### src/hdl/gfx_pkg.sv
// gfx_pkg
// Shared opcodes, command field positions, frame geometry and vector
// types for the triangle rasterizer.

`default_nettype none

package gfx_pkg;

    // frame geometry, two buffers of FB_WORDS each
    localparam int FB_WIDTH  = 128;
    localparam int FB_HEIGHT = 128;
    localparam int FB_WORDS  = FB_WIDTH * FB_HEIGHT;

    // command word fields
    localparam int OP_POS        = 24;
    localparam int OP_SIZE       = 8;
    localparam int COORD_W       = 12;
    localparam int RGB_W         = 12;
    localparam int SWAP_WAIT_BIT = 0;

    localparam logic [3:0] ALPHA_OPAQUE  = 4'hF;
    localparam logic [3:0] VRAM_MASK_ALL = 4'hF;

    typedef logic signed [COORD_W-1:0] coord_t;
    typedef logic [31:0]               vram_addr_t;
    typedef logic [15:0]               pixel_t;
    typedef logic signed [31:0]        edge_t;

    typedef enum logic [OP_SIZE-1:0] {
        OP_SET_X0 = 8'h00,
        OP_SET_Y0 = 8'h01,
        OP_SET_X1 = 8'h02,
        OP_SET_Y1 = 8'h03,
        OP_SET_X2 = 8'h04,
        OP_SET_Y2 = 8'h05,
        OP_CLEAR  = 8'h06,
        OP_DRAW   = 8'h07,
        OP_SWAP   = 8'h08
    } opcode_t;

endpackage

`default_nettype wire

### src/hdl/pix_wr_if.sv
// pix_wr_if
// One pixel write request from an engine to the VRAM writer.

`default_nettype none

interface pix_wr_if
    import gfx_pkg::*;
();
    // req and done are single-cycle pulses, addr/data held until done
    logic       req;
    vram_addr_t addr;
    pixel_t     data;
    logic       done;

    modport engine (output req, output addr, output data, input done);
    modport port   (input req, input addr, input data, output done);

endinterface

`default_nettype wire

### src/hdl/vram_writer.sv
// vram_writer
// VRAM bus master shared by the clear and raster engines. Holds select
// until ack and returns done to whichever engine asked.

`default_nettype none

module vram_writer
    import gfx_pkg::*;
(
    input  wire logic clk,
    input  wire logic reset_i,
    pix_wr_if.port    clr,
    pix_wr_if.port    ras,
    input  wire logic vram_ack_i,
    output      logic vram_sel_o,
    output      logic vram_wr_o,
    output      logic [3:0] vram_mask_o,
    output      vram_addr_t vram_addr_o,
    output      pixel_t     vram_data_out_o
);

    logic owner_ras;

    always_ff @(posedge clk) begin
        clr.done <= 1'b0;
        ras.done <= 1'b0;

        if (vram_sel_o) begin
            if (vram_ack_i) begin
                vram_sel_o <= 1'b0;
                vram_wr_o  <= 1'b0;
                if (owner_ras)
                    ras.done <= 1'b1;
                else
                    clr.done <= 1'b1;
            end
        end else if (clr.req || ras.req) begin
            owner_ras       <= ras.req;
            vram_addr_o     <= ras.req ? ras.addr : clr.addr;
            vram_data_out_o <= ras.req ? ras.data : clr.data;
            vram_mask_o     <= VRAM_MASK_ALL;
            vram_sel_o      <= 1'b1;
            vram_wr_o       <= 1'b1;
        end

        if (reset_i) begin
            vram_sel_o  <= 1'b0;
            vram_wr_o   <= 1'b0;
            vram_mask_o <= '0;
            clr.done    <= 1'b0;
            ras.done    <= 1'b0;
        end
    end

    assert property (@(posedge clk) disable iff (reset_i) !(clr.req && ras.req))
        else $error("vram_writer: both engines requested at once");

    assert property (@(posedge clk) disable iff (reset_i)
        (vram_sel_o && !vram_ack_i) |=> vram_sel_o)
        else $error("vram_writer: select dropped before ack");

endmodule

`default_nettype wire

### src/flat_wrapper.sv
// flat-port wrapper written by rule: the top's interface ports become plain ports
module vram_writer_flat import gfx_pkg::*;
  (clk, reset_i, vram_ack_i, vram_sel_o, vram_wr_o, vram_mask_o, vram_addr_o, vram_data_out_o, clr_req, clr_addr, clr_data, clr_done, ras_req, ras_addr, ras_data, ras_done);
  pix_wr_if clr_i ();
  pix_wr_if ras_i ();
  input  wire logic clk;
  input  wire logic reset_i;
  input  wire logic vram_ack_i;
  output      logic vram_sel_o;
  output      logic vram_wr_o;
  output      logic [3:0] vram_mask_o;
  output      vram_addr_t vram_addr_o;
  output      pixel_t vram_data_out_o;
  input wire logic [$bits(clr_i.req)-1:0] clr_req;
  input wire logic [$bits(clr_i.addr)-1:0] clr_addr;
  input wire logic [$bits(clr_i.data)-1:0] clr_data;
  output wire logic [$bits(clr_i.done)-1:0] clr_done;
  input wire logic [$bits(ras_i.req)-1:0] ras_req;
  input wire logic [$bits(ras_i.addr)-1:0] ras_addr;
  input wire logic [$bits(ras_i.data)-1:0] ras_data;
  output wire logic [$bits(ras_i.done)-1:0] ras_done;
  assign clr_i.req = clr_req;
  assign clr_i.addr = clr_addr;
  assign clr_i.data = clr_data;
  assign clr_done = clr_i.done;
  assign ras_i.req = ras_req;
  assign ras_i.addr = ras_addr;
  assign ras_i.data = ras_data;
  assign ras_done = ras_i.done;
  vram_writer u_core (.clk(clk), .reset_i(reset_i), .clr(clr_i), .ras(ras_i), .vram_ack_i(vram_ack_i), .vram_sel_o(vram_sel_o), .vram_wr_o(vram_wr_o), .vram_mask_o(vram_mask_o), .vram_addr_o(vram_addr_o), .vram_data_out_o(vram_data_out_o));
endmodule
### config.mk
export PLATFORM = sky130hd
export DESIGN_NAME = vram_writer_flat
export DESIGN_NICKNAME = d
export VERILOG_FILES = /design/src/hdl/gfx_pkg.sv /design/src/hdl/pix_wr_if.sv /design/src/hdl/vram_writer.sv /design/src/flat_wrapper.sv
export SDC_FILE = /design/constraint.sdc
export NUM_CORES = 1
export LEC_CHECK = 0
export ABC_AREA = 1
export ABC_CLOCK_PERIOD_IN_PS = 3400
export BUFFER_PORTS_ARGS = -buffer_cell sky130_fd_sc_hd__buf_2
export CORE_MARGIN = 5
export CORE_UTILIZATION = 43
export CTS_BUF_LIST = sky130_fd_sc_hd__clkbuf_4
export DETAILED_ROUTE_END_ITERATION = 12
export PLACE_DENSITY_LB_ADDON = 0.08
export SYNTH_ARGS = -nofsm -noshare
export SYNTH_HDL_FRONTEND = slang
export SYNTH_SLANG_ARGS = --single-unit
export TNS_END_PERCENT = 20
### constraint.sdc
create_clock -name clk -period 3.4 [get_ports clk]
set_clock_uncertainty 0.2 [all_clocks]
set_input_delay 0.85 -clock clk [delete_from_list [all_inputs] [get_ports clk]]
set_output_delay 0.85 -clock clk [all_outputs]
set_load 0.1 [all_outputs]
# Yosys cells after proc, flatten, opt, wreduce, memory -nomap -nowiden

Index checks and enable logic that the tools add are counted.

Register bits: 54
Latch bits: 0
Memory bits (writable): 0
ROM bits: 0
Output and inout port bits: 56
Logic and storage cells: 26
Memories kept: 0

Add/sub/neg operators: 0
$mul: 0
Divide/modulo/power cells: 0
Order comparisons: 0
Equality and inequality tests: 1
Shifts and indexed selects: 0
Muxes and demuxes: 10
Bitwise operators: 2
Reduce and logical (&&, ||, !) cells: 5

Operator list:

| operator                              | number |
|---|---|
| 32-bit 2-to-1 mux                     | 1 |
| 16-bit 2-to-1 mux                     | 1 |
| 1-bit 2-to-1 mux                      | 8 |
| 2-bit AND reduction                   | 2 |
| 3-bit OR reduction                    | 1 |
| 2-bit != test (second input constant) | 1 |
| 1-bit NOT                             | 2 |
| 2-bit nonzero test                    | 1 |
| 1-bit logical OR                      | 1 |

# Logic depth before layout (Yosys ltp)

Depth in word-level cells: 3
Depth in mapped cells: 5
Depth with buffers taken out: 3

# Least setup slack after synthesis

No wires, ideal clock.

Path type: in2reg
Start: in ras_req
End: reg u_core.owner_ras, enable pin
Library setup time: 0.403 ns
Arrival: 2.054 ns
Data required time: 2.797 ns
Path slack: 0.743 ns
Stages on the path: 3
Path buffers: 1
Cell sequence: buf_6 > o21ai_0 > inv_1

Word-level cells in the longest chain between the ends: 2

Ends and longest elaborated chain:

| what                                 | RTL line           | RTL |
|---|---|---|
| start: declaration                   | flat_wrapper.sv:18 | `input wire logic [$bits(ras_i.req)-1:0] ras_req;` |
| 1-bit logical OR                     | vram_writer.sv:37  | `end else if (clr.req \|\| ras.req) begin` |
| 2-bit AND reduction (no source line) | --                 |  |
| end signal: assignment               | vram_writer.sv:38  | `owner_ras <= ras.req;` |
| end: declaration                     | vram_writer.sv:22  | `logic owner_ras;` |

Every way passes these cells.
A chain may end at the register's enable or synchronous reset.

# Final worst setup path

Start: reg, netlist name u_core.vram_mask_o[0]
End: out vram_mask_o[0]

RTL lines:

| what             | RTL line           | RTL |
|---|---|---|
| end: declaration | flat_wrapper.sv:11 | `output logic [3:0] vram_mask_o;` |

No word-level cell between the ends.

==> impl_summary.md <==
Timing
The max-slew violation count was 0. After layout, the worst path uses about two thirds of the clock period. For the final routed database, the setup TNS stands at 0 ps. The number of failing setup endpoints in the final timing report is 0.

The number of hold violations in the final report is 0. The slew at the pin closest to its max-slew limit is between 1000 and 1500 ps. Setup repair after global routing left no endpoint under its margin. The maximum achievable frequency is approximately 440 MHz. The worst-case headroom to the max-slew limit is a little under a third. The final critical delay including setup and external delays is between 2000 and 2500 ps.

Die
Pin placement for this block handled roughly 160 I/O pins. The initial core utilization is between 40% and 50%. The row count is 27. The standard cell core area is ~5400 sq um. The die covers 7040 sq um.

The floorplan step set the die height to about 84 um. The width of the die is 83.9 um.

Setup path
The worst register-to-register path ends at u_core.vram_addr_o[6]. The number of buffer and inverter stages on the critical path is 1. The launching point of the worst reg2reg path is u_core.vram_sel_o. In this design, the stage delay of the slowest critical-path cell is around 450 ps. The category of the critical setup timing path is flip-flop to output pin. STA classifies the critical path startpoint as a flip-flop. For the worst flop-to-flop path, the logic depth is 3.

The worst setup path is captured at an output pin. Among cell families on the critical path, the largest total delay comes from buffers and inverters. Traced cell by cell, the critical path runs through buf_2. The setup check on the worst reg-to-reg path leaves a slack of 1460 ps.

Of all nets on the critical path, the largest fanout is 5. Among all stages on the critical path, the largest delay is contributed by buf_2. The critical path data arrival time is between 1000 and 1500 ps. For the worst setup path, the data required time is around 2400 ps.

Placed design
The weighted congestion reported at the end of routability-driven placement is around 0.77. The count of buffers added on input and output ports is between 150 and 200. The detailed placement HPWL is ~4100 um. The placed instance area is approximately 3100 sq um.

Power and ir drop
The largest voltage drop on the vdd net is around 260 uV. The leakage power is ~1.7 nW. The power density relative to cell area is about 540 nW/um^2.

Clock tree
Clock-pin slew was measured on the worst setup and hold paths at around 140 ps. After clock tree synthesis, the repair step resized 0 gates. The buffer levels on the longest clock path is 2.

The number of buffers inserted by hold repair at cts is 0. The clock root buffer master is clkbuf_4. Clock tree synthesis inserted a total of 5 buffers.

TritonCTS built the clock tree. Counting every sink on the clock net gives between 50 and 60. The worst-skew pair later-pin latency is 350 ps. CTS built an H-tree with a depth of 2.

Buffers added to address setup during post-CTS repair amount to 0.

Worst hold path
The path class of the tightest hold or removal check is flip-flop to flip-flop. The instance count along the most critical hold path is 1. The startpoint of the lowest-slack hold path is u_core.owner_ras. The hold-critical path endpoint is u_core.clr.done.

Synthesis
The post-synthesis instance area is roughly 2300 sq um. The net count of the mapped netlist is 327. In this run, synthesis produced a sequential element count of between 50 and 60. The post-synthesis cell type with the largest combined area is edfxtp_1. Ranked by total cell area, the synthesized netlist is headed by edfxtp_1 63%, o21ai_0 9.2%, inv_1 8.3%. After synthesis, the netlist uses 14 different library cells. The sequential-to-total area share from yosys stat is between 60 and 70%. The average instance area after synthesis is about 10 sq um.

Counting every instance in the synthesized netlist gives 226. The Yosys warning count is 0. The area share of the largest cell type after synthesis is a little over three fifths.

Route
For this block, the routed nets add up to approximately 5400 um of wire. The routed via count is between 1500 and 2000. The number of iterations in the first detailed-routing pass is 4.

In this run the remaining antenna-violating nets after routing total 0. The violation count after the first detailed-routing iteration is between 50 and 60. The DRC violations left is 0. The average vias per placed instance is approximately 4.3. The routed length per placed instance is roughly 12 um.

Global routing
The initial antenna violation count is 0. The overall global routing resource usage is 15.2%. The residual overflow from global routing is 0. The maximum number of pins on one net before global-route repair is slightly below 100. The via count of the first global-routing pass is ~1900. The first-pass GRT wire length is ~8700 um.

Finish
The layout has 515 filler cells. Across the whole layout, storage elements account for 1570 sq um. The area growth from synthesis to final layout is 35.2%. The share of final-layout standard cells stronger than drive strength 1 is 44.0%.

The count of nets after finishing is between 400 and 500. In the final layout, the multi-input gates occupy roughly 470 sq um. The number of antenna diodes in the final layout is 0. The post-route cell area is roughly 3200 sq um.

Run
The tool flagged a number of max-cap violations equal to 0.

Run status
The run finished with clean final reports.
==> worst max-delay path by stage <==
stage | startpoint | to | slack (ps) | depth (start not counted)
after global placement | ras_req | u_core.vram_addr_o[19] | 920 | 3
after floorplan | ras_req | u_core.owner_ras | 740 | 3
after detailed placement | ras_req | u_core.vram_addr_o[17] | 870 | 3
after global routing | u_core.vram_mask_o[0] | vram_mask_o[3] | 1050 | 1
final | u_core.vram_mask_o[0] | vram_mask_o[0] | 1130 | 1
after CTS | u_core.vram_mask_o[0] | vram_mask_o[3] | 1100 | 1
==> cells in the mapped netlist <==
cell type  instances
a21oi_1            3
buf_2              6
buf_4              3
buf_6              5
dfxtp_1            5
edfxtp_1          49
inv_1             52
nand2_1           51
nor2_1             1
nor3_1             1
nor3b_1            1
o21ai_0           43
o21ai_1            5
o21ai_2            1
==> cells by family (layout without fill, tap and decap cells) <==
family,Yosys count,count (layout),share of synthesized area (%)
AO/OA/AOI/OAI,52,52,11.2
buffers and inverters,66,217,13.0
flip-flops,54,54,67.0
AND/OR/NAND/NOR,54,54,8.85
==> stage by stage <==
stage	instances	setup WS [ps]	util, %	hold WS, ps	total power [mW]
after floorplan	226	743	-	207	1.34
after global placement	441	925	57.7	231	1.46
after detailed placement	441	873	57.7	215	1.47
after CTS	449	1100	58.7	252	1.74
after global routing	449	1050	58.7	289	1.80
final	449	1130	58.7	251	1.72
==> sequential cells by signal (all words and copies together), names as in the netlist <==
signal                  cells
u_core.vram_addr_o         32
u_core.vram_data_out_o     16
u_core.clr.done             1
u_core.owner_ras            1
u_core.ras.done             1
u_core.vram_mask_o          1
u_core.vram_sel_o           1
u_core.vram_wr_o            1
==> per-layer routing <==
layer	vias up	routed length, um	part of all wire, %	global-route usage (%)
met5	-	0	0	0
met4	0	74	1.4	3.80
met3	8	649	12	6.52
met2	96	2690	50	27.6
met1	828	2020	37	16.1
li1	1018	-	-	-
==> cell usage in the layout (no fill, tap or decap) <==
cell      instances
o21ai_2           1
inv_1            51
nor2_1            1
o21ai_1           5
dfxtp_1           5
buf_2           156
buf_4             1
nand2_1          51
clkbuf_4          7
nor3_1            1
o21ai_0          43
inv_2             1
clkinv_1          1
a21oi_1           3
edfxtp_1         49
nor3b_1           1
==> final cells by class <==
type	instances	area share, %
multi-input cells	106	14.9
flip-flops and latches	54	49.5
repair buffers	157	24.8
well taps	72	2.84
inverters	52	6.15
clock buffers	7	1.66
clock inverters	1	0.118
==> where the power goes <==
group          total (mW)  internal, mW  leakage (nW)  switching [mW]
combinational       0.631         0.100          1.09           0.531
sequential          0.813         0.798         0.526          0.0154
clock               0.275        0.0960        0.0338           0.179
total                1.72         0.994          1.65           0.725
No activity file was read; power rests on OpenSTA's default activity.
