==> src/hdl/gfx_pkg.sv <==
// gfx_pkg
// Shared opcodes, command field positions, frame geometry and vector
// types for the triangle rasterizer.

`default_nettype none

package gfx_pkg;

    // frame geometry, two buffers of FB_WORDS each
    localparam int FB_WIDTH  = 128;
    localparam int FB_HEIGHT = 128;
    localparam int FB_WORDS  = FB_WIDTH * FB_HEIGHT;

    // command word fields
    localparam int OP_POS        = 24;
    localparam int OP_SIZE       = 8;
    localparam int COORD_W       = 12;
    localparam int RGB_W         = 12;
    localparam int SWAP_WAIT_BIT = 0;

    localparam logic [3:0] ALPHA_OPAQUE  = 4'hF;
    localparam logic [3:0] VRAM_MASK_ALL = 4'hF;

    typedef logic signed [COORD_W-1:0] coord_t;
    typedef logic [31:0]               vram_addr_t;
    typedef logic [15:0]               pixel_t;
    typedef logic signed [31:0]        edge_t;

    typedef enum logic [OP_SIZE-1:0] {
        OP_SET_X0 = 8'h00,
        OP_SET_Y0 = 8'h01,
        OP_SET_X1 = 8'h02,
        OP_SET_Y1 = 8'h03,
        OP_SET_X2 = 8'h04,
        OP_SET_Y2 = 8'h05,
        OP_CLEAR  = 8'h06,
        OP_DRAW   = 8'h07,
        OP_SWAP   = 8'h08
    } opcode_t;

endpackage

`default_nettype wire

==> src/hdl/tri_if.sv <==
// tri_if
// Triangle setup and draw handshake between the command registers
// and the rasterizer.

`default_nettype none

interface tri_if
    import gfx_pkg::*;
();
    coord_t           x0, y0;
    coord_t           x1, y1;
    coord_t           x2, y2;
    logic [RGB_W-1:0] color;
    vram_addr_t       back_base;
    logic             start;
    logic             busy;

    modport source (output x0, y0, x1, y1, x2, y2, output color, output back_base,
                    output start, input busy);
    modport sink   (input x0, y0, x1, y1, x2, y2, input color, input back_base,
                    input start, output busy);

endinterface

`default_nettype wire

==> src/hdl/cmd_regs.sv <==
// cmd_regs
// Command stream decoder. Holds the vertices and the front/back buffer
// addresses, starts the clear and draw engines and runs the buffer swap.

`default_nettype none

module cmd_regs
    import gfx_pkg::*;
(
    input  wire logic        clk,
    input  wire logic        reset_i,

    input  wire logic        cmd_valid_i,
    output      logic        cmd_ready_o,
    input  wire logic [31:0] cmd_data_i,

    input  wire logic        vsync_i,
    output      logic        swap_o,
    output      vram_addr_t  front_addr_o,

    output      logic        clear_start_o,
    output      pixel_t      clear_color_o,
    output      vram_addr_t  back_base_o,
    input  wire logic        clear_busy_i,

    tri_if.source            tri_bus
);

    typedef enum logic [1:0] {CS_IDLE, CS_START, CS_BUSY, CS_VSYNC} cstate_t;

    cstate_t    state;
    opcode_t    op;
    logic       accept;
    logic       do_swap;
    vram_addr_t front_q, back_q;

    assign op          = opcode_t'(cmd_data_i[OP_POS +: OP_SIZE]);
    assign cmd_ready_o = (state == CS_IDLE);
    assign accept      = cmd_valid_i && cmd_ready_o;

    // immediate swap or the deferred one once vsync arrives
    assign do_swap = (accept && op == OP_SWAP && !cmd_data_i[SWAP_WAIT_BIT])
                  || (state == CS_VSYNC && vsync_i);

    assign front_addr_o      = front_q;
    assign back_base_o       = back_q;
    assign tri_bus.back_base = back_q;

    always_ff @(posedge clk) begin
        swap_o        <= 1'b0;
        clear_start_o <= 1'b0;
        tri_bus.start <= 1'b0;

        case (state)
            CS_IDLE: begin
                if (accept) begin
                    case (op)
                        OP_SET_X0: tri_bus.x0 <= coord_t'(cmd_data_i[COORD_W-1:0]);
                        OP_SET_Y0: tri_bus.y0 <= coord_t'(cmd_data_i[COORD_W-1:0]);
                        OP_SET_X1: tri_bus.x1 <= coord_t'(cmd_data_i[COORD_W-1:0]);
                        OP_SET_Y1: tri_bus.y1 <= coord_t'(cmd_data_i[COORD_W-1:0]);
                        OP_SET_X2: tri_bus.x2 <= coord_t'(cmd_data_i[COORD_W-1:0]);
                        OP_SET_Y2: tri_bus.y2 <= coord_t'(cmd_data_i[COORD_W-1:0]);
                        OP_CLEAR: begin
                            clear_color_o <= cmd_data_i[15:0];
                            clear_start_o <= 1'b1;
                            state         <= CS_START;
                        end
                        OP_DRAW: begin
                            tri_bus.color <= cmd_data_i[RGB_W-1:0];
                            tri_bus.start <= 1'b1;
                            state         <= CS_START;
                        end
                        OP_SWAP: begin
                            if (cmd_data_i[SWAP_WAIT_BIT])
                                state <= CS_VSYNC;
                        end
                        default: ;
                    endcase
                end
            end

            // engine raises busy one cycle after its start pulse
            CS_START: state <= CS_BUSY;

            CS_BUSY: begin
                if (!clear_busy_i && !tri_bus.busy)
                    state <= CS_IDLE;
            end

            CS_VSYNC: begin
                if (vsync_i)
                    state <= CS_IDLE;
            end

            default: state <= CS_IDLE;
        endcase

        if (do_swap) begin
            front_q <= back_q;
            back_q  <= front_q;
            swap_o  <= 1'b1;
        end

        if (reset_i) begin
            state         <= CS_IDLE;
            swap_o        <= 1'b0;
            clear_start_o <= 1'b0;
            tri_bus.start <= 1'b0;
            front_q       <= '0;
            back_q        <= vram_addr_t'(FB_WORDS);
        end
    end

    // one engine at a time
    assert property (@(posedge clk) disable iff (reset_i)
        !(clear_start_o && tri_bus.start))
        else $error("cmd_regs: both engines started together");

endmodule

`default_nettype wire

==> src/flat_wrapper.sv <==
// flat-port wrapper written by rule: the top's interface ports become plain ports
module cmd_regs_flat import gfx_pkg::*;
  (clk, reset_i, cmd_valid_i, cmd_ready_o, cmd_data_i, vsync_i, swap_o, front_addr_o, clear_start_o, clear_color_o, back_base_o, clear_busy_i, tri_bus_x0, tri_bus_y0, tri_bus_x1, tri_bus_y1, tri_bus_x2, tri_bus_y2, tri_bus_color, tri_bus_back_base, tri_bus_start, tri_bus_busy);
  tri_if tri_bus_i ();
  input  wire logic clk;
  input  wire logic reset_i;
  input  wire logic cmd_valid_i;
  output      logic cmd_ready_o;
  input  wire logic [31:0] cmd_data_i;
  input  wire logic vsync_i;
  output      logic swap_o;
  output      vram_addr_t front_addr_o;
  output      logic clear_start_o;
  output      pixel_t clear_color_o;
  output      vram_addr_t back_base_o;
  input  wire logic clear_busy_i;
  output wire logic [$bits(tri_bus_i.x0)-1:0] tri_bus_x0;
  output wire logic [$bits(tri_bus_i.y0)-1:0] tri_bus_y0;
  output wire logic [$bits(tri_bus_i.x1)-1:0] tri_bus_x1;
  output wire logic [$bits(tri_bus_i.y1)-1:0] tri_bus_y1;
  output wire logic [$bits(tri_bus_i.x2)-1:0] tri_bus_x2;
  output wire logic [$bits(tri_bus_i.y2)-1:0] tri_bus_y2;
  output wire logic [$bits(tri_bus_i.color)-1:0] tri_bus_color;
  output wire logic [$bits(tri_bus_i.back_base)-1:0] tri_bus_back_base;
  output wire logic [$bits(tri_bus_i.start)-1:0] tri_bus_start;
  input wire logic [$bits(tri_bus_i.busy)-1:0] tri_bus_busy;
  assign tri_bus_x0 = tri_bus_i.x0;
  assign tri_bus_y0 = tri_bus_i.y0;
  assign tri_bus_x1 = tri_bus_i.x1;
  assign tri_bus_y1 = tri_bus_i.y1;
  assign tri_bus_x2 = tri_bus_i.x2;
  assign tri_bus_y2 = tri_bus_i.y2;
  assign tri_bus_color = tri_bus_i.color;
  assign tri_bus_back_base = tri_bus_i.back_base;
  assign tri_bus_start = tri_bus_i.start;
  assign tri_bus_i.busy = tri_bus_busy;
  cmd_regs u_core (.clk(clk), .reset_i(reset_i), .cmd_valid_i(cmd_valid_i), .cmd_ready_o(cmd_ready_o), .cmd_data_i(cmd_data_i), .vsync_i(vsync_i), .swap_o(swap_o), .front_addr_o(front_addr_o), .clear_start_o(clear_start_o), .clear_color_o(clear_color_o), .back_base_o(back_base_o), .clear_busy_i(clear_busy_i), .tri_bus(tri_bus_i));
endmodule
==> config.mk <==
export PLATFORM = sky130hd
export DESIGN_NAME = cmd_regs_flat
export DESIGN_NICKNAME = d
export VERILOG_FILES = /design/src/hdl/gfx_pkg.sv /design/src/hdl/tri_if.sv /design/src/hdl/cmd_regs.sv /design/src/flat_wrapper.sv
export SDC_FILE = /design/constraint.sdc
export NUM_CORES = 1
export LEC_CHECK = 0
export BUFFER_PORTS_ARGS = -buffer_cell sky130_fd_sc_hd__buf_2
export CAP_MARGIN = 40
export CORE_MARGIN = 2
export CORE_UTILIZATION = 40
export CTS_BUF_LIST = sky130_fd_sc_hd__clkbuf_8
export CTS_CLUSTER_DIAMETER = 100
export DETAILED_ROUTE_END_ITERATION = 10
export PLACE_DENSITY = 0.68
export SLEW_MARGIN = 20
export SYNTH_ARGS = -nofsm -noshare
export SYNTH_HDL_FRONTEND = slang
export SYNTH_SLANG_ARGS = --single-unit
==> constraint.sdc <==
create_clock -name clk -period 3.1 [get_ports clk]
set_input_delay 0.62 -clock clk [delete_from_list [all_inputs] [get_ports clk]]
set_output_delay 0.62 -clock clk [all_outputs]
set_load 0.02 [all_outputs]
======== Word-level counts from Yosys, hierarchy flattened ========
Index checks and enable logic that the tools add are counted.
word-level totals
  bits in registers ....................... 169
  input bits .............................. 38
  output and inout bits ................... 200
operators by class
  eq/ne operators ......................... 16
  multiplexer cells ....................... 9
  bitwise operators ....................... 2
  reductions and logical operators ........ 22
operators with widths
  operator                                              number
  equality test 8 x 3 -> 1 bit (second input constant)  4
  AND reduction 3 bit                                   8
  equality test 8 x 2 -> 1 bit (second input constant)  2
  equality test 8 x 1 -> 1 bit (second input constant)  1
  equality test 8 x 4 -> 1 bit (second input constant)  1
  logical NOT 8 bit                                     1
  two-way mux 2 bit                                     4
  one-hot mux 2 bit (4 select lines)                    1
  != test 3 bit (second input constant)                 2
  logical AND 1 bit                                     5
  AND reduction 5 bit                                   1
  equality test 2 bit (second input constant)           2
  != test 2 bit (second input constant)                 2
  one-hot mux 2 bit (2 select lines)                    1
  logical NOT 1 bit                                     3
  two-way mux 1 bit                                     3
  OR reduction 3 bit                                    1
  equality test 2 x 1 -> 1 bit (second input constant)  1
  logical NOT 2 bit                                     1
  != test 2 x 1 -> 1 bit (second input constant)        1
  NOT 1 bit                                             2
  OR reduction 2 bit                                    1
  logical OR 1 bit                                      1

======== Logic depth before layout (Yosys ltp) ========
  depth in word-level cells ............... 6
  mapped depth ............................ 5
  gate-level depth less buffers ........... 3

======== Worst setup path before layout ========
OpenSTA, ideal clock, no wires.
  kind .................................... in2reg
  start ................................... input cmd_data_i[29]
  end ..................................... register u_core.tri_bus.x0[0], enable pin
  setup time .............................. 413 ps
  arrival time ............................ 2,372 ps
  required time ........................... 2,687 ps
  slack ................................... 315 ps
  stages .................................. 3
  path through ............................ nor4_4 > nand3b_1 > nor4_1
between the ends
  longest elaborated chain between the ends .. 2
RTL lines
  element                               RTL line           text
  from (decl)                           flat_wrapper.sv:9  input wire logic [31:0] cmd_data_i;
  logical NOT 8 bit                     cmd_regs.sv:57     case (op)
  AND reduction 3 bit (no source line)  --
  to (signal assigned)                  cmd_regs.sv:58     OP_SET_X0: tri_bus.x0 <= coord_t'(cmd_data_i[COORD_W-1:0]);
  to (decl)                             tri_if.sv:18       modport source (output x0, y0, x1, y1, x2, y2, output color, output back_base,
No other way between the ends.
A chain may end at the register's enable or synchronous reset.

======== Final worst setup path ========
  start ................................... register u_core.state[1]
  end ..................................... register u_core.tri_bus.x0[4], enable pin
between the ends
  longest elaborated chain between the ends .. 3
RTL lines
  element                                   RTL line                        text
  from (decl)                               cmd_regs.sv:31                  cstate_t state;
  from (signal assigned)                    cmd_regs.sv:67                  state <= CS_START;
  from (signal assigned)                    cmd_regs.sv:72                  state <= CS_START;
  from (signal assigned)                    cmd_regs.sv:76                  state <= CS_VSYNC;
  logical NOT 2 bit (*)                     cmd_regs.sv:38, cmd_regs.sv:54
  logical AND 1 bit                         cmd_regs.sv:39                  assign accept = cmd_valid_i && cmd_ready_o;
  AND reduction 3 bit (no source line) (*)  --
Mark *: on every way between the ends. The rest lies on a longest branch, timed or not.

==> metrics.txt <==
final count of hold timing violations=0; Core Region=0.01459 mm2; total track usage=0.1498; Area Overhead vs Synth=26.78%; CTS tree=done; fraction of layout instances using a drive strength above 1=0.4610; syn_nets=416; Detail Route Antenna Nets=0; Worst Hold Class=primary input to flip-flop; TritonRoute pass-1 iters=4; # diodes=0; total number of vias=3726; worst vdd ir=310.7 uV; P per Cell Area=529.5 mW/mm2; Syn Area/Cell=15.82 um2; Final Setup Violations=0; maximum clock frequency=538.0 MHz; CTS Hold Bufs=0; root buffer cell=clkbuf_8; outcome=complete, no violations; Crit. End Element=flip-flop; slew margin rel.=0.6644; Cell Area, Synth=0.005979 mm2; clk sinks=169; vias in the first global route=3481; # rows=44; Period Utilization, post-route=0.5996; sequential fraction of the synthesis area=0.7332; global route total overflow=0; drt drc=0; Yosys reg bits=169; Initial DRC Count=180; Worst-Margin Slew=0.5021 ns; setup TNS=0 ns; pin count of the biggest net entering global routing=72; final wirelength=12240 um; top cell type's share of synthesized area=0.5022; cell taking the most area after synthesis=edfxtp_1; Slew Limit Fails=0; DR vias/cell=4.734; kind of critical path=flip-flop to flip-flop; Layout Nets=628; Post-CTS Resized=0; total number of H-tree levels=4; post-CTS setup buffers=0; Synth Warn #=0; Worst Path Max Fanout=12; crit path time final=1.859 ns; global-route wire length before repair=18360 um; Initial Utilization=0.4099; die height=126.3 um; Critical Path AT=2.00 ns; Reg clk slew, reported paths=0.09 ns; CTS Buf Count=17; CTS Buffer Depth=2; RSZ-0062 raised after global routing=false; synth top area cells=edfxtp_1, dfxtp_1, mux2i_1; P_sw=0.0008747 W; filler cell count in the final layout=1206; clock skew=0.009953 ns; Startpoint Class=flip-flop; Mapped Cells=378; Comb pwr share=0.021; Leak=3.543 nW; Netlist cell types=26; I/O pin count=238; die area=0.01594 mm2; chip width=126.3 um; Internal Pwr Total=0.003140 W; initial antenna violation count=0; gpl congestion=0.7076; flop-to-flop setup slack=1.24 ns; Hold WS=0.3385 ns; Worst-Skew Late Latency=0.45 ns; Routed WL per cell=15.56 um; DP Wirelength=8526 um; sw frac=0.2179; Final Power=0.004014 W; Worst EP required=3.24 ns; clock power share=0.388; Sequential Power Share=0.591; # port buffers=229; MaxCap Viol Count=0
[final timing paths]
kind                                        start                                  end  depth (start not counted)
max                  u_core.state[1]$_SDFFE_PP0P_       u_core.tri_bus.x0[4]$_DFFE_PP_                          4
min                                cmd_data_i[12]   u_core.clear_color_o[12]$_DFFE_PP_                          1
max reg2reg          u_core.state[1]$_SDFFE_PP0P_       u_core.tri_bus.x0[4]$_DFFE_PP_                          4
min reg2reg  u_core.front_addr_o[10]$_SDFFE_PP0P_  u_core.back_base_o[10]$_SDFFE_PP0P_                          2
[flip-flops by register name, indices dropped and copies added (netlist names)]
signal	cells
u_core.tri_bus.x1	12
u_core.clear_start_o	1
u_core.swap_o	1
u_core.tri_bus.color	12
u_core.tri_bus.y1	12
u_core.tri_bus.start	1
u_core.back_base_o	32
u_core.tri_bus.y2	12
u_core.tri_bus.x0	12
u_core.front_addr_o	32
u_core.tri_bus.y0	12
u_core.tri_bus.x2	12
u_core.state	2
u_core.clear_color_o	16
[worst max-delay path, cell delays in order, from the launching register on]
cell and delay (ns):
dfxtp_1 0.37, nor3b_1 0.42, nand3b_1 0.25, nor4_2 0.22, buf_4 0.28
[metrics by stage]
stage | util | area (um2) | setup WS, ns | std cells
2_1_floorplan | - | 5979 | 0.3152 | 378
3_3_place_gp | 0.4885 | 7127 | 0.7927 | 753
3_5_place_dp | 0.4904 | 7154 | 0.7908 | 754
4_1_cts | 0.5178 | 7553 | 1.240 | 786
5_1_grt | 0.5196 | 7581 | 1.105 | 787
6_report | 0.5196 | 7581 | 1.241 | 787
[Yosys cell counts, drive strengths merged]
cell,n
nand4,3
nand2b,64
and3,1
edfxtp,100
inv,2
clkbuf,8
dfxtp,69
nor3,2
buf,39
nor4b,2
nand2,1
a31oi,2
nor4,5
nor3b,1
o31ai,1
nand3b,2
nand3,1
or3,1
mux2i,64
nor2,8
a221oi,1
nor2b,1
[logic make-up (layout without fill, tap and decap cells)]
group	Yosys count	count (layout)	synth area share
buffers and inverters	49	274	0.05796
DFF	169	169	0.7332
and+or+nand+nor	92	92	0.09688
AOI/OAI and AO/OA	4	4	0.004813
muxes	64	64	0.1071
[layout make-up]
cell class / count / area, um2 / area share
sequential: 169 / 4384 / 0.5783
multi-input combinational: 160 / 1291 / 0.1703
clock buffer: 17 / 234.0 / 0.03086
clock inverter: 15 / 165.2 / 0.02179
tap: 184 / 230.2 / 0.03037
inverter: 2 / 7.507 / 0.0009903
timing repair buffer: 240 / 1269 / 0.1674
[placed cells by master (no fill, tap or decap), drive strengths merged, types with 2 or more instances in the layout]
cell type  count
a31oi          2
nor2           8
nor3           2
nor4           5
nor4b          2
nand4          3
inv           11
bufinv         2
edfxtp       100
clkinvlp       3
dfxtp         69
nand3b         2
mux2i         64
nand2b        64
clkbuf        17
buf          240
[power groups by stage]
stage          clock, W  combinational [W]  sequential (W)
2_1_floorplan         0          0.0000289         0.00243
3_3_place_gp          0          0.0000766         0.00242
3_5_place_dp          0          0.0000803         0.00242
4_1_cts         0.00161          0.0000803         0.00237
5_1_grt         0.00170          0.0000900         0.00237
6_report        0.00156          0.0000831         0.00237
[routing by layer]
layer  vias up  wire (um)  track usage
met4         0        188      0.06723
met3        14       1263      0.05268
met5         -          0            0
li1       1747          -            -
met1      1751       5006       0.1813
met2       214       5784       0.2423
No activity file was read; power rests on OpenSTA's default activity.
