===== config.mk =====
export PLATFORM = sky130hd
export DESIGN_NAME = clear_engine_flat
export DESIGN_NICKNAME = d
export VERILOG_FILES = /design/src/hdl/gfx_pkg.sv /design/src/hdl/pix_wr_if.sv /design/src/hdl/clear_engine.sv /design/src/flat_wrapper.sv
export SDC_FILE = /design/constraint.sdc
export NUM_CORES = 1
export LEC_CHECK = 0
export ABC_AREA = 1
export BUFFER_PORTS_ARGS = -buffer_cell sky130_fd_sc_hd__buf_4
export CORE_ASPECT_RATIO = 0.8
export CORE_MARGIN = 4
export CORE_UTILIZATION = 25
export CTS_CLUSTER_SIZE = 16
export DETAILED_ROUTE_END_ITERATION = 10
export SYNTH_ARGS = -nofsm -noshare
export SYNTH_HDL_FRONTEND = slang
export SYNTH_SLANG_ARGS = --single-unit
export TNS_END_PERCENT = 30

===== constraint.sdc =====
create_clock -name clk -period 5.8 [get_ports clk]
set_input_delay 1.16 -clock clk [delete_from_list [all_inputs] [get_ports clk]]
set_output_delay 1.16 -clock clk [all_outputs]
set_load 0.05 [all_outputs]

===== src/hdl/gfx_pkg.sv =====
// gfx_pkg
// Shared opcodes, command field positions, frame geometry and vector
// types for the triangle rasterizer.

`default_nettype none

package gfx_pkg;

    // frame geometry, two buffers of FB_WORDS each
    localparam int FB_WIDTH  = 128;
    localparam int FB_HEIGHT = 128;
    localparam int FB_WORDS  = FB_WIDTH * FB_HEIGHT;

    // command word fields
    localparam int OP_POS        = 24;
    localparam int OP_SIZE       = 8;
    localparam int COORD_W       = 12;
    localparam int RGB_W         = 12;
    localparam int SWAP_WAIT_BIT = 0;

    localparam logic [3:0] ALPHA_OPAQUE  = 4'hF;
    localparam logic [3:0] VRAM_MASK_ALL = 4'hF;

    typedef logic signed [COORD_W-1:0] coord_t;
    typedef logic [31:0]               vram_addr_t;
    typedef logic [15:0]               pixel_t;
    typedef logic signed [31:0]        edge_t;

    typedef enum logic [OP_SIZE-1:0] {
        OP_SET_X0 = 8'h00,
        OP_SET_Y0 = 8'h01,
        OP_SET_X1 = 8'h02,
        OP_SET_Y1 = 8'h03,
        OP_SET_X2 = 8'h04,
        OP_SET_Y2 = 8'h05,
        OP_CLEAR  = 8'h06,
        OP_DRAW   = 8'h07,
        OP_SWAP   = 8'h08
    } opcode_t;

endpackage

`default_nettype wire


===== src/hdl/pix_wr_if.sv =====
// pix_wr_if
// One pixel write request from an engine to the VRAM writer.

`default_nettype none

interface pix_wr_if
    import gfx_pkg::*;
();
    // req and done are single-cycle pulses, addr/data held until done
    logic       req;
    vram_addr_t addr;
    pixel_t     data;
    logic       done;

    modport engine (output req, output addr, output data, input done);
    modport port   (input req, input addr, input data, output done);

endinterface

`default_nettype wire


===== src/hdl/clear_engine.sv =====
// clear_engine
// Fills one frame buffer with a single color, one word per request.

`default_nettype none

module clear_engine
    import gfx_pkg::*;
(
    input  wire logic       clk,
    input  wire logic       reset_i,
    input  wire logic       start_i,
    input  wire pixel_t     color_i,
    input  wire vram_addr_t base_i,
    output      logic       busy_o,
    pix_wr_if.engine        wr
);

    vram_addr_t base_q;
    logic       last_word;

    assign last_word = (wr.addr == base_q + vram_addr_t'(FB_WORDS - 1));

    always_ff @(posedge clk) begin
        wr.req <= 1'b0;

        if (!busy_o) begin
            if (start_i) begin
                base_q  <= base_i;
                wr.addr <= base_i;
                wr.data <= color_i;
                wr.req  <= 1'b1;
                busy_o  <= 1'b1;
            end
        end else if (wr.done) begin
            if (last_word) begin
                busy_o <= 1'b0;
            end else begin
                wr.addr <= wr.addr + vram_addr_t'(1);
                wr.req  <= 1'b1;
            end
        end

        if (reset_i) begin
            busy_o <= 1'b0;
            wr.req <= 1'b0;
        end
    end

    assert property (@(posedge clk) disable iff (reset_i)
        busy_o |-> (wr.addr >= base_q && wr.addr < base_q + vram_addr_t'(FB_WORDS)))
        else $error("clear_engine: address left the target buffer");

endmodule

`default_nettype wire


===== src/flat_wrapper.sv =====
// flat-port wrapper written by rule: the top's interface ports become plain ports
module clear_engine_flat import gfx_pkg::*;
  (clk, reset_i, start_i, color_i, base_i, busy_o, wr_req, wr_addr, wr_data, wr_done);
  pix_wr_if wr_i ();
  input  wire logic clk;
  input  wire logic reset_i;
  input  wire logic start_i;
  input  wire pixel_t color_i;
  input  wire vram_addr_t base_i;
  output      logic busy_o;
  output wire logic [$bits(wr_i.req)-1:0] wr_req;
  output wire logic [$bits(wr_i.addr)-1:0] wr_addr;
  output wire logic [$bits(wr_i.data)-1:0] wr_data;
  input wire logic [$bits(wr_i.done)-1:0] wr_done;
  assign wr_req = wr_i.req;
  assign wr_addr = wr_i.addr;
  assign wr_data = wr_i.data;
  assign wr_i.done = wr_done;
  clear_engine u_core (.clk(clk), .reset_i(reset_i), .start_i(start_i), .color_i(color_i), .base_i(base_i), .busy_o(busy_o), .wr(wr_i));
endmodule

-- Yosys cells after proc, flatten, opt, wreduce, memory -nomap -nowiden
Cells that the tools add are included.
- register bits after elaboration: 82
- input bits: 52
- output and inout port bits: 50
- bitwise gates (word level): 1
- reductions and logical operators: 3
- eq/ne operators: 3
- $add $sub $neg: 2
- muxes and demuxes: 10
- operators with widths (operator ; count):
    $mux W32 ; 4
    $add A32 B1 Y32 const B ; 1
    $add A32 B14 Y32 const B ; 1
    $eq A32 B32 Y1 ; 1
    $mux W1 ; 6
    $ne A2 B2 Y1 const B ; 2
    $reduce_and A3 Y1 ; 1
    $reduce_and A2 Y1 ; 1
    $reduce_bool A2 Y1 ; 1
    $not A1 Y1 ; 1

-- Longest topological paths before layout
Gate-level depths: netlist of the first run.
- word-level depth: 5
- mapped depth: 16
- gate-level depth less buffers: 16

-- Worst setup path before layout of the first run
OpenSTA, ideal clock, no wires.
- path kind: input to register
- start: input port start_i
- end: register u_core.wr.addr[0] (enable)
- arrival: 4270 ps
- data required time: 5410 ps
- slack: 1141 ps
- stages on the path: 4
- path buffers: 0
- path through: inv_1 -> nor2_1 -> inv_1 -> nand2_1
- longest elaborated chain between the ends: 2
- RTL lines (element ; RTL line ; source):
    start: declaration ; flat_wrapper.sv:7 ; input wire logic start_i;
    $reduce_bool A2 Y1 (no source line) ; - ;
    $reduce_and A3 Y1 (no source line) ; - ;
    end signal: assignment ; clear_engine.sv:29 ; wr.addr <= base_i;
    end signal: assignment ; clear_engine.sv:38 ; wr.addr <= wr.addr + vram_addr_t'(1);
    end: declaration ; pix_wr_if.sv:15 ; modport engine (output req, output addr, output data, input done);
Every way passes these cells.
A chain may end at the register's enable or synchronous reset.

-- Worst setup path after layout of the first run
- start: register u_core.base_q[0]
- end: register u_core.wr.addr[9] (enable)
- longest elaborated chain between the ends: 4
- RTL lines (element ; RTL line ; source):
    start: declaration ; clear_engine.sv:18 ; vram_addr_t base_q;
    start signal: assignment ; clear_engine.sv:28 ; base_q <= base_i;
    $add A32 B14 Y32 ; clear_engine.sv:21 ; assign last_word = (wr.addr == base_q + vram_addr_t'(FB_WORDS - 1));
    $eq A32 B32 Y1 ; clear_engine.sv:21 ;
    $ne A2 B2 Y1 (no source line) ; - ;
    $reduce_and A3 Y1 (no source line) ; - ;
Every way passes these cells.

==> flow_summary_export.csv, run 1 <==
group,metric,value,unit
run_status,status,"finished clean",
critical_path,cp.required,5.78,ns
critical_path,worstPathArrival,2.83,ns
clocking,cts.sinks,82,
finish,layout_common_cells,"nand2_1 (237), buf_4 (105), inv_1 (80), edfxtp_1 (80), nor2_1 (64)",
drt,vias,4348,
timing,tightest_slew,0.678,ns
yosys,avgSynthCellArea,7.96,um2
yosys,ys_warn_count,0,
placement,portBuffers,101,
drt,drcViolationCount,0,
clocking,clk-insertion-delay-late,0.34,ns
power_and_ir_drop,powerDensity,273,mW/mm2
grt,antenna_found_initial,0,
drt,vias_per_cell,4.29,
drt,ant_nets,0,
drt,drt_iter0_drc,288,
drt,wl_per_cell,14.1,um
timing,max_freq,352,MHz
critical_path,endpoint_kind,"flop",
die,fp-row-count,46,
timing,worst_hold_slack,0.768,ns
die,die-area,0.0227,mm2
timing,slew_headroom,54.8,%
critical_path,path_max_fanout,32,
die,initial_core_util,25.6,%
clocking,ctsLongestPathBuffers,2,
clocking,cts_root_buf,"clkbuf_16",
power_and_ir_drop,p_leak,2.91,nW
placement,placed_cell_area,0.00616,mm2
critical_path,slowest_stage,"edfxtp_1",
clocking,cts_setup_buffers,0,
critical_path,cp_common_cell,"nand2_1",
timing,skew,0.00921,ns
grt,overflow,0,
yosys,synth-main-ff-cell,"edfxtp_1",
grt,grt_first_pass_wirelength,22700,um
critical_path,critical_path_class,"reg2reg",
timing,fin_crit_sh,49.0,%
critical_path,path_buf_inv,2,
grt,grt_pass1_vias,4204,
critical_path,start_kind,"flop",
timing,drv_slew,0,
yosys,synthCells,637,
timing,rsz0062_at_grt,"no",
finish,layout_commonest_cell,"nand2_1",
finish,drive_gt1_share,20.2,%
yosys,syn_area,0.00507,mm2
yosys,synth_edf_count,80,
placement,gp_congestion,0.891,
die,die_y,135,um
clocking,htree_num_levels,3,
finish,regArea,0.00244,mm2
finish,nFillCells,2113,
yosys,ys_types,30,
clocking,tritoncts,"yes",
finish,multiInputGateArea,0.00230,mm2
critical_path,cp_top_family,"simple AND/OR/NAND/NOR gates",
timing,setup_viol_count_final,0,
yosys,synth-seq-area-share,48.1,%
finish,postLayoutCoreUtil,32.7,%
die,core_area,0.0199,mm2
finish,design_area,0.00649,mm2
drt,drt_wl_total,14300,um
finish,nets,799,
power_and_ir_drop,power,0.00177,W
placement,dp_hpwl,11300,um
drt,first_pass_iters,4,
timing,final_hold_viol_count,0,
power_and_ir_drop,vdd_drop_max,0.134,mV
clocking,clk_pin_slew_worst_paths,0.06,ns
flow_run,max_cap_viol_count,0,
clocking,post_cts_resized,0,
critical_path,critPathMaxStageDelay,0.42,ns
critical_path,crit_chain,"inv_1 > ha_1 > nand2_1 > nor2_4 > nand2_2 > nand2_1 > nand2_1 > nand2_1 > nand2_1 > nand2_1 > nor2_1 > nand2_1 > nor2_1 > nand3_1 > nand2_1 > nand2_1 > buf_4",
die,die_x,167,um
finish,synthToLayoutAreaGrowth,28.0,%
yosys,synth_seq_cells,82,
grt,grt_max_degree,49,
min_path,hold_class,"reg2reg",
timing,period_needed,2.84,ns
grt,grt_usage,12.7,%
finish,antenna_cells,0,
clocking,numCtsBuffers,9,
clocking,postCtsHoldBufs,0,
yosys,async_flop_share,0,%
timing,setup-tns-final,0,ns
die,ioPinCount,102,
yosys,synth.net_count,691,
-- per-layer routing --
layer / up-vias / track usage (%) / routed length, um
met5: - / 0 / 0
met4: 0 / 3.24 / 186
li1: 2258 / - / -
met3: 13 / 2.68 / 665
met2: 90 / 19.9 / 6480
met1: 1987 / 17.9 / 6920
-- power breakdown --
part           internal [W]  switching [W]
Combinational      0.000121       0.000240
Clock              0.000416       0.000226
Sequential         0.000708      0.0000640
-- stage by stage --
stage | instances | setup WS [ns]
global route | 1013 | 2.67
global placement | 998 | 3.00
finish | 1013 | 2.96
detailed placement | 998 | 2.99
floorplan | 637 | 1.14
CTS | 1013 | 2.97
-- final timing paths --
kind	from	end	slack, ns	cells past startpoint
worst min-delay path	u_core.busy_o$_SDFF_PP0_	u_core.busy_o$_SDFF_PP0_	0.77	3
worst min register to register	u_core.busy_o$_SDFF_PP0_	u_core.busy_o$_SDFF_PP0_	0.77	3
worst max register to register	u_core.base_q[0]$_DFFE_PP_	u_core.wr.addr[9]$_DFFE_PP_	2.96	17
worst max-delay path	u_core.base_q[0]$_DFFE_PP_	u_core.wr.addr[9]$_DFFE_PP_	2.96	17
-- state kept, by name, indices dropped and copies added (netlist names) --
register	flops
u_core.base_q	32
u_core.wr.addr	32
u_core.wr.data	16
u_core.busy_o	1
u_core.wr.req	1
-- logic make-up (layout without fill, tap and decap cells) --
family                   Yosys count  count (layout)  synth area share (%)
adder cells (fa/ha/maj)            2               2                 0.493
AND/OR/NAND/NOR                  399             399                  35.0
buffers and inverters             88             200                  6.63
XOR/XNOR                          43              43                  7.42
AO/OA/AOI/OAI                     23              23                  2.29
flip-flops                        82              82                  48.1
-- synthesized netlist by cell type (3+ instances only) --
cell type	count	area [um2]
xor2_1	24	210
inv_1	80	300
nand2_2	4	25.0
nand3_1	37	185
nand3_2	6	60.1
nor2_1	65	244
nand3b_1	5	37.5
nor2_4	4	45.0
clkbuf_1	5	18.8
nor2_2	9	56.3
nand4_1	13	81.3
xnor2_1	19	166
nor3_2	3	30.0
nor3_1	7	35.0
o21ai_0	15	75.1
nand2_1	237	890
edfxtp_1	80	2400
a21oi_1	6	30.0
-- area by class of cell --
cell class	count	area share [%]
well taps	264	5.09
repair buffers	105	12.1
inverters	80	4.62
clock buffers	9	3.47
clock inverters	6	1.64
flip-flops and latches	82	37.6
multi-input cells	467	35.4
-- tightest hold or removal path, cell delays in order, from the launching register on --
cell and delay [ns]:
dfxtp_1 0.47, nand2_1 0.15, o21ai_1 0.08, inv_1 0.04
Power figures use the tool's default switching activity.
==> run 2: changes to the inputs <==
==> constraint.sdc (replaced) <==
create_clock -name clk -period 2.4 [get_ports clk]
set_input_delay 0.48 -clock clk [delete_from_list [all_inputs] [get_ports clk]]
set_output_delay 0.48 -clock clk [all_outputs]
set_load 0.05 [all_outputs]
==> flow_summary_export.csv, run 2 (same netlist as run 1, synthesis figures left out) <==
group,metric,value,unit
run_status,status,"finished with violations",
run_status,violations,"negative setup slack",
finish,antenna_cells,0,
critical_path,start_kind,"flop",
clocking,htree_num_levels,3,
placement,dp_hpwl,12300,um
grt,overflow,0,
placement,dpl.cell_count,1058,
timing,worst_hold_slack,0.309,ns
finish,layout_commonest_cell,"nand2_1",
timing,max_freq,411,MHz
clocking,cts_root_buf,"clkbuf_16",
min_path,hold_class,"in2reg",
drt,drt_wl_total,15400,um
critical_path,critical_path_class,"reg2reg",
critical_path,worstPathArrival,2.53,ns
timing,layout_setup_ws,-0.0313,ns
critical_path,cp_common_cell,"nand2_1",
timing,skew,0.00872,ns
grt,grt_first_pass_wirelength,23600,um
min_path,min_from,"color_i[2]",
critical_path,r2r_end,"u_core.wr.addr[11]$_DFFE_PP_",
placement,placed_cell_area,0.00667,mm2
min_path,min_to,"u_core.wr.data[2]$_DFFE_PP_",
power_and_ir_drop,vdd_drop_max,0.339,mV
placement,portBuffers,101,
critical_path,cp.required,2.50,ns
placement,gp_congestion,0.883,
critical_path,rr_worst_depth,15,
drt,vias,4669,
critical_path,critPathMaxStageDelay,0.47,ns
timing,final_hold_viol_count,0,
power_and_ir_drop,power,0.00437,W
finish,nets,864,
grt,grt_pass1_vias,4395,
die,initial_core_util,25.6,%
critical_path,ff2ff_setup_slack,-0.03,ns
critical_path,crit_chain,"nor2_2 > nand2_2 > nor2_4 > nand2_4 > nand3_2 > nand2_1 > nand2_1 > nand2_1 > nor2_1 > nand2_1 > nor2_2 > nand3_2 > nand2_2 > nand2_4 > buf_12",
grt,grt_usage,13.2,%
clocking,clk-insertion-delay-late,0.34,ns
die,core_area,0.0199,mm2
finish,design_area,0.00714,mm2
finish,layout_common_cells,"nand2_1 (231), buf_4 (165), edfxtp_1 (80), inv_1 (78), nor2_1 (53)",
drt,drcViolationCount,0,
timing,drv_slew,0,
drt,drt_iter0_drc,257,
die,die_x,167,um
timing,fin_crit_sh,101,%
grt,grt_max_degree,33,
die,die-area,0.0227,mm2
finish,top_regs,"u_core.base_q: 32 flops, u_core.wr.addr: 32 flops, u_core.wr.data: 16 flops",
flow_run,max_cap_viol_count,0,
power_and_ir_drop,powerDensity,612,mW/mm2
timing,rsz0062_at_grt,"yes",
clocking,tritoncts,"yes",
critical_path,r2r-start,"u_core.base_q[3]$_DFFE_PP_",
clocking,numCtsBuffers,9,
drt,ant_nets,0,
timing,setup_viol_count_final,32,
finish,synthToLayoutAreaGrowth,40.7,%
clocking,cts.sinks,82,
timing,tightest_slew,0.442,ns
finish,drive_gt1_share,30.1,%
clocking,ctsLongestPathBuffers,2,
drt,first_pass_iters,6,
clocking,clk_pin_slew_worst_paths,0.06,ns
clocking,postCtsHoldBufs,0,
timing,period_needed,2.43,ns
die,fp-row-count,46,
die,die_y,135,um
drt,wl_per_cell,14.2,um
min_path,whs_path_depth,1,
finish,multiInputGateArea,0.00242,mm2
die,ioPinCount,102,
drt,vias_per_cell,4.33,
power_and_ir_drop,p_leak,3.27,nW
timing,slew_headroom,70.2,%
finish,nFillCells,2046,
finish,final_cells,1079,
grt,antenna_found_initial,0,
critical_path,slowest_stage,"edfxtp_1",
critical_path,path_max_fanout,17,
critical_path,endpoint_kind,"flop",
finish,regArea,0.00244,mm2
run 2: cell count changes in the layout (fill, tap and decap cells not counted), moves of 3 or more:
cell and change:
buf_12 +4, buf_4 +60, nand2_1 -6, nand2_2 +4, nand2_4 +3, nand3_1 -5, nand3_2 +5, nor2_1 -11
nor2_2 +9
run 2: where the power goes:
| part | internal, W | switching [W] | leakage (nW) |
|---|---|---|---|
| Clock | 0.000918 | 0.000578 | 0.156 |
| Sequential | 0.00171 | 0.000107 | 0.787 |
| Combinational | 0.000384 | 0.000671 | 2.33 |
| Total | 0.00301 | 0.00136 | 3.27 |
run 2: per-stage QoR:
stage	worst slack (ns)	utilization [%]	setup TNS, ns
floorplan	-0.0632	-	-0.0632
global placement	-0.102	33.6	-3.18
detailed placement	-0.168	33.6	-5.30
CTS	-0.00402	35.5	-0.0196
global route	-0.203	35.9	-6.37
finish	-0.0313	35.9	-0.662
run 2: worst max path at each step:
stage	slack (ns)	end	start
after global placement	-0.10	u_core.wr.addr[4]$_DFFE_PP_	u_core.base_q[8]$_DFFE_PP_
final	-0.03	u_core.wr.addr[11]$_DFFE_PP_	u_core.base_q[3]$_DFFE_PP_
after detailed placement	-0.17	u_core.wr.addr[4]$_DFFE_PP_	u_core.base_q[0]$_DFFE_PP_
after global routing	-0.20	u_core.wr.addr[14]$_DFFE_PP_	u_core.base_q[3]$_DFFE_PP_
after CTS	-0.004	u_core.wr.addr[11]$_DFFE_PP_	u_core.base_q[3]$_DFFE_PP_
after floorplan	-0.06	u_core.wr.addr[28]$_DFFE_PP_	u_core.wr.addr[0]$_DFFE_PP_
run 2: final cells by class:
class / instances / area share [%]
Tap cell: 264 / 4.63
Clock buffer: 9 / 3.16
Multi-Input combinational cell: 468 / 33.9
Clock inverter: 7 / 1.38
Timing Repair Buffer: 169 / 18.5
Inverter: 80 / 4.21
Sequential cell: 82 / 34.2
run 2: what timing repair did:
item	4_1_cts	5_1_grt
cloned	0	1
buffers inserted	0	4
resized for setup	13	18
setup endpoints to repair	33	34
pin swaps	2	6
run 2: worst max-delay path: cells and delay by family, from the launching register on:
family        cells  cell delay [ns]
buf+inv           1             0.16
flops             1             0.47
simple gates     14             1.54
run 2: routing by layer:
| metal | GRT usage (%) | wire length [um] | up-vias |
|---|---|---|---|
| met2 | 20.4 | 6790 | 142 |
| met1 | 18.6 | 7350 | 2105 |
| met4 | 3.79 | 293 | 0 |
| met3 | 2.95 | 928 | 22 |
| met5 | 0 | 0 | - |
| li1 | - | - | 2400 |
==> run 3: changes to the inputs <==
--- a/config.mk
+++ b/config.mk
@@ -12,6 +12,7 @@
 export CORE_UTILIZATION = 25
 export CTS_CLUSTER_SIZE = 16
 export DETAILED_ROUTE_END_ITERATION = 10
+export RECOVER_POWER = 100
 export SYNTH_ARGS = -nofsm -noshare
 export SYNTH_HDL_FRONTEND = slang
 export SYNTH_SLANG_ARGS = --single-unit
==> flow_summary_export.csv, run 3 (same netlist as run 1, synthesis figures left out) <==
group,metric,value,unit
run_status,status,"finished with violations",
run_status,violations,"negative setup slack",
placement,placed_cell_area,0.00667,mm2
timing,skew,0.00919,ns
critical_path,worstPathArrival,2.54,ns
placement,dp_hpwl,12300,um
placement,dpl.cell_count,1058,
critical_path,cp.required,2.50,ns
drt,drt_wl_total,15400,um
drt,first_pass_iters,6,
power_and_ir_drop,pwr-share-seq,42.3,%
timing,tightest_slew,1.34,ns
finish,antenna_cells,0,
power_and_ir_drop,p_comb_share,22.7,%
finish,top_regs,"u_core.base_q: 32 flops, u_core.wr.addr: 32 flops, u_core.wr.data: 16 flops",
power_and_ir_drop,switching_share,31.6,%
power_and_ir_drop,powerDensity,628,mW/mm2
timing,max_freq,409,MHz
clocking,clk-insertion-delay-late,0.34,ns
drt,drt_iter0_drc,260,
placement,portBuffers,101,
finish,nets,864,
timing,period_needed,2.44,ns
grt,grt_max_degree,33,
finish,synthToLayoutAreaGrowth,34.5,%
finish,final_cells,1079,
min_path,hold_class,"in2reg",
clocking,postCtsHoldBufs,0,
flow_run,max_cap_viol_count,0,
clocking,htree_num_levels,3,
grt,grt_usage,13.2,%
drt,ant_nets,0,
power_and_ir_drop,clkPwrFrac,35.0,%
critical_path,start_kind,"flop",
min_path,min_from,"reset_i",
drt,vias_per_cell,4.35,
critical_path,r2r_end,"u_core.wr.addr[11]$_DFFE_PP_",
die,die_y,135,um
critical_path,critical_path_class,"reg2reg",
die,ioPinCount,102,
die,die-area,0.0227,mm2
critical_path,crit_chain,"nor2_2 > nand2_2 > nor2_4 > nand2_4 > nand3_2 > nand2_1 > nand2_1 > nand2_1 > nor2_1 > nand2_1 > nor2_2 > nand3_2 > nand2_2 > nand2_4 > buf_12",
grt,grt_first_pass_wirelength,23600,um
power_and_ir_drop,vdd_drop_max,0.337,mV
die,die_x,167,um
power_and_ir_drop,p_leak,2.99,nW
min_path,min_to,"u_core.wr.req$_SDFF_PP0_",
critical_path,cp_common_cell,"nand2_1",
timing,rsz0062_at_grt,"yes",
clocking,cts.sinks,82,
grt,antenna_found_initial,0,
grt,grtUsageMet3,2.95,%
drt,wl_per_cell,14.2,um
finish,drive_gt1_share,20.6,%
placement,place_worst_setup_slack,-0.168,ns
clocking,numCtsBuffers,9,
power_and_ir_drop,internal_power,0.00293,W
grt,busiest_layer,"met2",
timing,slew_headroom,10.6,%
die,fp-row-count,46,
min_path,whs_path_depth,2,
critical_path,path_buf_inv,1,
timing,drv_slew,0,
die,initial_core_util,25.6,%
die,core_area,0.0199,mm2
grt,use_met1,18.6,%
critical_path,path_max_fanout,17,
finish,layout_commonest_cell,"nand2_1",
clocking,ctsLongestPathBuffers,2,
timing,final_hold_viol_count,0,
critical_path,endpoint_kind,"flop",
grt,overflow,0,
critical_path,slowest_stage,"edfxtp_1",
clocking,clk_pin_slew_worst_paths,0.07,ns
grt,grt_pass1_vias,4395,
timing,setup_viol_count_final,32,
clocking,tritoncts,"yes",
placement,gp_congestion,0.883,
drt,vias,4694,
grt,grtUsageMet2,20.4,%
timing,fin_crit_sh,102,%
drt,drcViolationCount,0,
timing,layout_setup_ws,-0.0426,ns
clocking,cts_root_buf,"clkbuf_16",
finish,postLayoutCoreUtil,34.4,%
critical_path,critPathMaxStageDelay,0.47,ns
critical_path,rr_worst_depth,15,
power_and_ir_drop,p_sw,0.00136,W
critical_path,r2r-start,"u_core.base_q[3]$_DFFE_PP_",
finish,layout_common_cells,"nand2_1 (231), edfxtp_1 (80), inv_1 (78), clkbuf_1 (72), buf_4 (70)",
critical_path,ff2ff_setup_slack,-0.04,ns
finish,design_area,0.00683,mm2
power_and_ir_drop,power,0.00429,W
critical_path,cp_top_family,"simple AND/OR/NAND/NOR gates",
==> run 3: cell types whose count changed in the layout (fill, tap and decap cells not counted) <==
cell      change
nor2_1        +3
clkbuf_4     +24
nand3_2       -2
buf_12        -1
nand2_4       -1
nand3_1       +2
clkbuf_1     +72
nor2_4        -1
nand2_2       +1
buf_4        -95
nor2_2        -2
==> run 3: worst max path at each step <==
stage | startpoint | endpoint | cells past startpoint
finish | u_core.base_q[3]$_DFFE_PP_ | u_core.wr.addr[11]$_DFFE_PP_ | 15
global route | u_core.base_q[3]$_DFFE_PP_ | u_core.wr.addr[14]$_DFFE_PP_ | 15
CTS | u_core.base_q[3]$_DFFE_PP_ | u_core.wr.addr[11]$_DFFE_PP_ | 15
detailed placement | u_core.base_q[0]$_DFFE_PP_ | u_core.wr.addr[4]$_DFFE_PP_ | 16
global placement | u_core.base_q[8]$_DFFE_PP_ | u_core.wr.addr[4]$_DFFE_PP_ | 13
floorplan | u_core.wr.addr[0]$_DFFE_PP_ | u_core.wr.addr[28]$_DFFE_PP_ | 13
==> run 3: cell type report <==
cell class | instances | area (um2)
clock buffers | 9 | 225
repair buffers | 169 | 1040
multi-input cells | 468 | 2390
clock inverters | 7 | 98.8
flip-flops and latches | 82 | 2440
inverters | 80 | 300
well taps | 264 | 330
fillers | 2122 | 13000
==> run 3: per-stage QoR <==
stage | hold WS (ns) | setup TNS, ns
3_3_place_gp | 0.586 | -3.18
6_report | 0.322 | -1.02
5_1_grt | 0.311 | -6.85
3_5_place_dp | 0.597 | -5.30
4_1_cts | 0.299 | -0.0196
2_1_floorplan | 0.549 | -0.0632
==> run 3: what timing repair did <==
action,CTS,global route
pin swaps,2,6
setup buffers,0,4
endpoints found under the setup margin,33,34
gates resized for setup,13,18
cloned,0,1
==> run 3: metal layers <==
metal / routed length [um] / up-vias
li1: - / 2392
met1: 7360 / 2140
met2: 6800 / 138
met5: 0 / -
met4: 297 / 0
met3: 921 / 24
==> run 3: power groups by stage <==
stage	registers [W]	logic [W]	clock network, W
CTS	0.00181	0.00105	0.00153
global route	0.00182	0.00106	0.00159
finish	0.00181	0.000975	0.00150
global placement	0.00184	0.00103	0
floorplan	0.00207	0.000362	0
detailed placement	0.00184	0.00104	0
